File: src/common/CoreTypesPkg.sv
package CoreTypesPkg;

    // Architectural register file, register 0 is hardwired and never renamed
    localparam int RegIdWidth = 4;

    // Physical register file
    localparam int TagWidth = 5;

    // Program-order sequence number, wraps around
    localparam int SqNWidth = 6;

    localparam int NumRegs = 1 << RegIdWidth;
    localparam int NumTags = 1 << TagWidth;

    // Architectural register number
    typedef logic [RegIdWidth-1:0] RegId;

    // Physical register tag
    typedef logic [TagWidth-1:0] Tag;

    // Sequence number
    // Compare two of these by the sign of their difference, never directly
    typedef logic [SqNWidth-1:0] SqN;

endpackage

File: src/common/UopPkg.sv
package UopPkg;

    // Functional unit that executes the op, passed through rename unchanged
    typedef enum logic [2:0] {
        FuAlu    = 3'd0,
        FuMul    = 3'd1,
        FuLsu    = 3'd2,
        FuSt     = 3'd3,
        FuBranch = 3'd4
    } FuncUnit;

    // Immediate operand as produced by decode
    typedef logic [31:0] Imm;

endpackage

File: src/rename/RenameTable.sv
`timescale 1ns/1ps

module RenameTable #(
    parameter int WidthUops = 2,
    parameter int WidthWb = 2
) (
    input  logic                clk,
    input  logic                rst,
    input  logic                flush,

    input  CoreTypesPkg::RegId  lookupRegs[2*WidthUops],
    output CoreTypesPkg::Tag    lookupTag[2*WidthUops],
    output logic                lookupAvail[2*WidthUops],

    input  logic                issueValid[WidthUops],
    input  CoreTypesPkg::RegId  issueRegs[WidthUops],
    input  CoreTypesPkg::Tag    issueTags[WidthUops],

    input  logic                commitValid[WidthUops],
    input  CoreTypesPkg::RegId  commitRegs[WidthUops],
    input  CoreTypesPkg::Tag    commitTags[WidthUops],
    output CoreTypesPkg::Tag    commitPrevTags[WidthUops],

    input  logic                wbValid[WidthWb],
    input  CoreTypesPkg::Tag    wbTag[WidthWb]
);
    import CoreTypesPkg::*;

    Tag specMap[NumRegs];
    Tag comMap[NumRegs];
    logic [NumTags-1:0] ready;

    Tag nextSpecMap[NumRegs];
    Tag nextComMap[NumRegs];
    logic [NumTags-1:0] nextReady;

    // Source lookup, two sources per op
    always_comb begin
        for (int l = 0; l < 2 * WidthUops; l++) begin
            lookupTag[l] = specMap[lookupRegs[l]];
            lookupAvail[l] = ready[lookupTag[l]];
            // Result arriving this cycle
            for (int w = 0; w < WidthWb; w++) begin
                if (wbValid[w] && wbTag[w] == lookupTag[l])
                    lookupAvail[l] = 1'b1;
            end
            // Older op in the same bundle writes this register
            for (int j = 0; j < l / 2; j++) begin
                if (issueValid[j] && issueRegs[j] != '0 && issueRegs[j] == lookupRegs[l]) begin
                    lookupTag[l] = issueTags[j];
                    lookupAvail[l] = 1'b0;
                end
            end
        end
    end

    // Previous committed tag, chained across lanes of one commit bundle
    always_comb begin
        for (int i = 0; i < WidthUops; i++) begin
            commitPrevTags[i] = comMap[commitRegs[i]];
            for (int j = 0; j < i; j++) begin
                if (commitValid[j] && commitRegs[j] == commitRegs[i])
                    commitPrevTags[i] = commitTags[j];
            end
        end
    end

    always_comb begin
        nextComMap = comMap;
        nextSpecMap = specMap;
        nextReady = ready;
        // Later lanes overwrite earlier ones
        for (int i = 0; i < WidthUops; i++) begin
            if (commitValid[i])
                nextComMap[commitRegs[i]] = commitTags[i];
        end
        if (flush) begin
            nextSpecMap = nextComMap;
        end else begin
            for (int i = 0; i < WidthUops; i++) begin
                if (issueValid[i] && issueRegs[i] != '0) begin
                    nextSpecMap[issueRegs[i]] = issueTags[i];
                    nextReady[issueTags[i]] = 1'b0;
                end
            end
        end
        for (int w = 0; w < WidthWb; w++) begin
            if (wbValid[w])
                nextReady[wbTag[w]] = 1'b1;
        end
    end

    always_ff @(posedge clk) begin
        if (rst) begin
            // Identity mapping, every register holds a ready value
            for (int r = 0; r < NumRegs; r++) begin
                specMap[r] <= Tag'(r);
                comMap[r] <= Tag'(r);
            end
            ready <= '1;
        end else begin
            specMap <= nextSpecMap;
            comMap <= nextComMap;
            ready <= nextReady;
        end
    end

endmodule

File: src/rename/TagBuffer.sv
`timescale 1ns/1ps

module TagBuffer #(
    parameter int WidthUops = 2
) (
    input  logic              clk,
    input  logic              rst,
    input  logic              flush,

    input  logic              allocValid[WidthUops],
    output CoreTypesPkg::Tag  allocTags[WidthUops],
    output logic              allocOk[WidthUops],

    input  logic              commitValid[WidthUops],
    input  CoreTypesPkg::Tag  commitTags[WidthUops],
    input  CoreTypesPkg::Tag  commitPrevTags[WidthUops]
);
    import CoreTypesPkg::*;

    // Tags in use by the speculative and by the committed state
    logic [NumTags-1:0] specOwned;
    logic [NumTags-1:0] comOwned;

    logic [NumTags-1:0] taken;
    logic allGranted;
    logic [NumTags-1:0] nextSpec;
    logic [NumTags-1:0] nextCom;

    // Lowest free tag per requesting lane, in lane order
    always_comb begin
        taken = specOwned;
        allGranted = 1'b1;
        for (int i = 0; i < WidthUops; i++) begin
            allocTags[i] = '0;
            allocOk[i] = 1'b0;
            // Scan downwards so the lowest free tag wins
            for (int t = NumTags - 1; t >= 0; t--) begin
                if (!taken[t]) begin
                    allocTags[i] = Tag'(t);
                    allocOk[i] = 1'b1;
                end
            end
            if (allocValid[i]) begin
                if (allocOk[i])
                    taken[allocTags[i]] = 1'b1;
                else
                    allGranted = 1'b0;
            end
        end
    end

    always_comb begin
        // Bundle claims its tags only when every lane was granted
        nextSpec = allGranted ? taken : specOwned;
        nextCom = comOwned;
        for (int i = 0; i < WidthUops; i++) begin
            if (commitValid[i]) begin
                nextCom[commitTags[i]] = 1'b1;
                nextCom[commitPrevTags[i]] = 1'b0;
                nextSpec[commitPrevTags[i]] = 1'b0;
            end
        end
        if (flush)
            nextSpec = nextCom;
    end

    always_ff @(posedge clk) begin
        if (rst) begin
            specOwned <= {{(NumTags - NumRegs){1'b0}}, {NumRegs{1'b1}}};
            comOwned <= {{(NumTags - NumRegs){1'b0}}, {NumRegs{1'b1}}};
        end else begin
            specOwned <= nextSpec;
            comOwned <= nextCom;
        end
    end

endmodule

File: src/rename/Rename.sv
`timescale 1ns/1ps

module Rename #(
    parameter int WidthUops = 2,
    parameter int WidthWb = 2
) (
    input  logic                clk,
    input  logic                rst,
    input  logic                en,
    input  logic                flush,
    input  CoreTypesPkg::SqN    flushSqN,

    // Decoded bundle
    input  logic                uopValid[WidthUops],
    input  CoreTypesPkg::RegId  uopRs0[WidthUops],
    input  CoreTypesPkg::RegId  uopRs1[WidthUops],
    input  CoreTypesPkg::RegId  uopRd[WidthUops],
    input  UopPkg::FuncUnit     uopFu[WidthUops],
    input  UopPkg::Imm          uopImm[WidthUops],

    // Commit lanes from the ROB, in program order
    input  logic                comValid[WidthUops],
    input  CoreTypesPkg::RegId  comRd[WidthUops],
    input  CoreTypesPkg::Tag    comTag[WidthUops],

    input  logic                wbValid[WidthWb],
    input  CoreTypesPkg::Tag    wbTag[WidthWb],

    output logic                stall,

    output logic                outValid[WidthUops],
    output CoreTypesPkg::SqN    outSqN[WidthUops],
    output CoreTypesPkg::Tag    outTagA[WidthUops],
    output CoreTypesPkg::Tag    outTagB[WidthUops],
    output CoreTypesPkg::Tag    outTagDst[WidthUops],
    output logic                outAvailA[WidthUops],
    output logic                outAvailB[WidthUops],
    output CoreTypesPkg::RegId  outRd[WidthUops],
    output UopPkg::FuncUnit     outFu[WidthUops],
    output UopPkg::Imm          outImm[WidthUops],

    output CoreTypesPkg::SqN    nextSqN
);
    import CoreTypesPkg::*;

    logic accept;
    logic allocValid[WidthUops];
    Tag allocTags[WidthUops];
    logic allocOk[WidthUops];

    RegId lookupRegs[2*WidthUops];
    Tag lookupTag[2*WidthUops];
    logic lookupAvail[2*WidthUops];

    logic issueValid[WidthUops];
    logic commitValid[WidthUops];
    Tag commitPrevTags[WidthUops];

    SqN counterSqN;
    SqN laneSqN[WidthUops];
    SqN counterNext;

    // Tag requests only for ops that write a real register
    always_comb begin
        for (int i = 0; i < WidthUops; i++)
            allocValid[i] = en && !flush && uopValid[i] && uopRd[i] != '0;
    end

    always_comb begin
        stall = 1'b0;
        for (int i = 0; i < WidthUops; i++) begin
            if (allocValid[i] && !allocOk[i])
                stall = 1'b1;
        end
    end

    assign accept = en && !flush && !stall;

    always_comb begin
        counterNext = counterSqN;
        for (int i = 0; i < WidthUops; i++) begin
            lookupRegs[2*i] = uopRs0[i];
            lookupRegs[2*i+1] = uopRs1[i];
            issueValid[i] = accept && uopValid[i];
            commitValid[i] = comValid[i] && comRd[i] != '0;
            laneSqN[i] = counterNext;
            if (uopValid[i])
                counterNext = counterNext + SqN'(1);
        end
    end

    assign nextSqN = counterSqN;

    RenameTable #(
        .WidthUops(WidthUops),
        .WidthWb(WidthWb)
    ) table_i (
        .clk(clk),
        .rst(rst),
        .flush(flush),
        .lookupRegs(lookupRegs),
        .lookupTag(lookupTag),
        .lookupAvail(lookupAvail),
        .issueValid(issueValid),
        .issueRegs(uopRd),
        .issueTags(allocTags),
        .commitValid(commitValid),
        .commitRegs(comRd),
        .commitTags(comTag),
        .commitPrevTags(commitPrevTags),
        .wbValid(wbValid),
        .wbTag(wbTag)
    );

    TagBuffer #(
        .WidthUops(WidthUops)
    ) tagBuf_i (
        .clk(clk),
        .rst(rst),
        .flush(flush),
        .allocValid(allocValid),
        .allocTags(allocTags),
        .allocOk(allocOk),
        .commitValid(commitValid),
        .commitTags(comTag),
        .commitPrevTags(commitPrevTags)
    );

    always_ff @(posedge clk) begin
        if (rst) begin
            counterSqN <= '0;
            for (int i = 0; i < WidthUops; i++)
                outValid[i] <= 1'b0;
        end else if (flush) begin
            // Restart numbering right after the mispredicted branch
            counterSqN <= flushSqN + SqN'(1);
            for (int i = 0; i < WidthUops; i++)
                outValid[i] <= 1'b0;
        end else if (accept) begin
            for (int i = 0; i < WidthUops; i++) begin
                outValid[i] <= uopValid[i];
                outSqN[i] <= laneSqN[i];
                outTagA[i] <= lookupTag[2*i];
                outTagB[i] <= lookupTag[2*i+1];
                outAvailA[i] <= lookupAvail[2*i];
                outAvailB[i] <= lookupAvail[2*i+1];
                outTagDst[i] <= (uopRd[i] != '0) ? allocTags[i] : '0;
                outRd[i] <= uopRd[i];
                outFu[i] <= uopFu[i];
                outImm[i] <= uopImm[i];
            end
            counterSqN <= counterNext;
        end else begin
            if (!en) begin
                for (int i = 0; i < WidthUops; i++)
                    outValid[i] <= 1'b0;
            end
            // Held bundle is read later, keep its operand ready bits current
            for (int w = 0; w < WidthWb; w++) begin
                for (int i = 0; i < WidthUops; i++) begin
                    if (wbValid[w] && outTagA[i] == wbTag[w])
                        outAvailA[i] <= 1'b1;
                    if (wbValid[w] && outTagB[i] == wbTag[w])
                        outAvailB[i] <= 1'b1;
                end
            end
        end
    end

endmodule

File: config.mk
export PLATFORM = sky130hd
export DESIGN_NAME = Rename
export DESIGN_NICKNAME = d
export VERILOG_FILES = /design/src/common/CoreTypesPkg.sv /design/src/common/UopPkg.sv /design/src/rename/RenameTable.sv /design/src/rename/TagBuffer.sv /design/src/rename/Rename.sv
export SDC_FILE = /design/constraint.sdc
export NUM_CORES = 1
export LEC_CHECK = 0
export BUFFER_PORTS_ARGS = -buffer_cell sky130_fd_sc_hd__buf_2
export CORE_ASPECT_RATIO = 1.75
export CORE_MARGIN = 2
export CORE_UTILIZATION = 35
export CTS_CLUSTER_SIZE = 14
export DETAILED_ROUTE_END_ITERATION = 12
export GPL_TIMING_DRIVEN = 0
export PLACE_DENSITY_LB_ADDON = 0.08
export SLEW_MARGIN = 15
export SYNTH_ARGS = -nofsm -noshare
export SYNTH_HDL_FRONTEND = slang
export SYNTH_SLANG_ARGS = --single-unit
File: constraint.sdc
create_clock -name clk -period 10.3 [get_ports clk]
set_input_delay 0.515 -clock clk [delete_from_list [all_inputs] [get_ports clk]]
set_output_delay 0.515 -clock clk [all_outputs]
set_load 0.005 [all_outputs]
==> results_dict.tcl <==
set metrics [dict create \
    layout_common_cells "buf_2 (279), dfxtp_1 (264), nor2_1 (244)" \
    ff_latch_area_mm2 0.00901 \
    pwr-share-seq_pct 38.3 \
    cts_root_buf "clkbuf_16" \
    insertion_delay_ns 0.62 \
    synth_cell_type_count 105 \
    p_sw_share_pct 34.0 \
    final_cells 3947 \
    syn_area_mm2 0.0261 \
    max_slew.worst_pin.slew_ns 1.35 \
    routedWlPerCell_um 33.2 \
    power_mw 4.46 \
    synth-seq-cells 388 \
    pin_count 271 \
    cts_sinks 388 \
    p_clk_share_pct 37.7 \
    rsz0062_at_grt "no" \
    cts.hold.buffers_added 0 \
    critPathArrivalTime_ns 6.45 \
    fin_setup_tns_ns 0 \
    p_switching_mw 1.52 \
    synthArstFlopShare_pct 0 \
    hold_path.class "primary input to flop" \
    fin_util_pct 40.8 \
    worst_hold_path.endpoint "outFu[2]$_DFFE_PP_" \
    cts_tree "yes" \
    start_kind "flop" \
    synth_nets 2816 \
    final_common_cell "buf_2" \
    relSlewSlack_pct 10.3 \
    drv_cap 0 \
    vias 25100 \
    area_growth_pct 15.5 \
    hpwlAfterDp_um 105000 \
    final_area_mm2 0.0301 \
    multi_input_area_mm2 0.0160 \
    core_mm2 0.0738 \
    cts_setup_buffers 0 \
    clkTransAtPathRegs_ns 0.07 \
    via_per_inst 6.36 \
    dp_slack_ns 3.97 \
    grt_max_degree 29 \
    clockBufferDepth 3 \
    die_y_um 365 \
    crit_chain "nand3b_1, nand4_1, a2111o_1, a21o_1, nand3_1, a31oi_1, nor4_2, nand4b_2, o311ai_2, buf_2, nor2_4, buf_16, buf_12, buf_12, buf_16" \
    p_leak_nw 10.5 \
    fin_crit_sh_pct 59.1 \
    grt_pass1_wl_um 183000 \
    post-route-drc-count 0 \
    synth_ff_type "dfxtp_1" \
    p_int_mw 2.94 \
    hold_ws_ns 0.0745 \
    outcome "finished clean" \
    dr.pass1.iters 6 \
    placed_area_mm2 0.0286 \
    crit_required_ns 10.66 \
    worstHoldPathCells 1 \
    finalSetupViolations 0 \
    first_iter_violations 2361 \
    fin_ws_ns 4.21 \
    peakVddDrop_mv 0.114 \
    fin_nets 3115 \
    rr_worst_depth 15 \
    path_class "flop to flop" \
    crit_path_max_fanout 28 \
    ys_seq_area_share_pct 34.6 \
    drv_slew 0 \
    grt.total_usage_pct 33.5 \
    overflow 0 \
    initial_core_util_pct 35.3 \
    antenna_found_initial 3 \
    finalHoldViolations 0 \
    reg2reg_slack_ns 4.21 \
    pwr_density_cell_mw_per_mm2 148 \
    fmax_mhz 164 \
    post_cts_resize_count 0 \
    port_buffers 250 \
    drive_gt1_share_pct 22.3 \
    combinationalPowerShare_pct 24.0 \
    cp_slowest_cell "nor4_2" \
    drtAntennaViolNets 0 \
    cts_buffers 42 \
    synth_edf_count 124 \
    yosys_warnings 0 \
    synth_area_per_cell_um2 9.74 \
    gp_congestion 0.991 \
    placementRows 132 \
    num-fill-cells 7314 \
    critPathCaptureType "flop" \
    totalWireLength_um 131000 \
    dpl.cell_count 3868 \
    worst_clock_skew_ns 0.0315 \
    grt_pass1_vias 25000 \
    htree_levels 2 \
    die_width_um 210 \
    critPathMaxStageDelay_ns 0.80 \
    die_area_mm2 0.0767 \
    r2r_start "tagBuf_i.specOwned[9]$_SDFF_PP1_" \
    timing.final.crit_period_ns 6.09 \
    syn_inst 2675 \
    r2r_end "outImm[60]$_DFFE_PP_" \
    hold_path.startpoint "uopFu[2]" \
]
## power by group through the flow
stage	registers [mW]	clock network (mW)	logic [mW]
global placement	1.74	0	1.03
floorplan	1.72	0	0.613
finish	1.71	1.68	1.07
detailed placement	1.74	0	1.04
CTS	1.70	1.70	1.04
global route	1.71	1.75	1.11
## flip-flops by register name (all words and copies together), names as in the netlist, 6 cells and up
name                count
table_i.comMap         80
tagBuf_i.comOwned      32
table_i.ready          32
outSqN                 12
outTagB                10
outFu                   6
outTagA                10
outImm                 64
nextSqN                 6
tagBuf_i.specOwned     32
table_i.specMap        80
outRd                   8
outTagDst              10
## worst max path at each step
stage	start	endpoint	slack, ns	depth (start not counted)
floorplan	uopRd[5]	outFu[0]$_DFFE_PP_	1.77	14
detailed placement	uopRd[4]	outImm[45]$_DFFE_PP_	3.97	18
CTS	tagBuf_i.specOwned[9]$_SDFF_PP1_	outImm[55]$_DFFE_PP_	4.39	15
global route	tagBuf_i.specOwned[9]$_SDFF_PP1_	outImm[60]$_DFFE_PP_	4.19	15
global placement	uopRd[5]	outRd[6]$_DFFE_PP_	-1.53	15
finish	tagBuf_i.specOwned[9]$_SDFF_PP1_	outImm[60]$_DFFE_PP_	4.21	15
## synthesized netlist by cell type, types with 64 or more instances
library cell	count	area, um2
nor2_1	245	920
o21ai_0	117	586
a211oi_1	112	841
dfxtp_1	264	5290
a21oi_1	118	591
clkbuf_1	146	548
nand3_1	70	350
nor3_1	64	320
xor2_1	74	648
mux4_2	168	3780
nand2_1	180	676
edfxtp_1	124	3720
mux2i_1	162	1620
## cell type report
type                            count  share of cell area, %
Clock inverter                     20                  0.844
Sequential cell                   388                   29.9
Tap cell                          938                   3.90
Inverter                           21                  0.262
Timing Repair Buffer              255                   4.50
Buffer                            232                   3.30
Antenna cell                        2                 0.0166
Clock buffer                       57                   4.05
Multi-Input combinational cell   2034                   53.2
## routing by layer
metal / routed length, um / GRT usage, % / vias to the layer above
met5: 13 / 0 / -
met4: 13100 / 28.5 / 2
met3: 8170 / 5.00 / 480
met2: 65200 / 59.8 / 1478
met1: 44700 / 34.2 / 12300
li1: - / - / 10900
## cells by family (layout without fill, tap and decap cells)
family,Yosys count,count (layout),synth area share [%]
simple gates,865,865,16.9
compound gates,703,703,18.8
flops,388,388,34.6
mux,354,354,21.8
buf+inv,253,585,4.11
xor+xnor,107,107,3.60
fa+ha+maj,5,5,0.226
other cells,0,2,0
## worst max-delay path, delay by kind of cell, from the launching register on
kind / cells / cell delay, ns
DFF: 1 / 0.59
AOI/OAI and AO/OA: 4 / 1.42
and+or+nand+nor: 6 / 2.53
buffers and inverters: 5 / 1.25
Note: power is estimated with default switching activity, not from simulation.
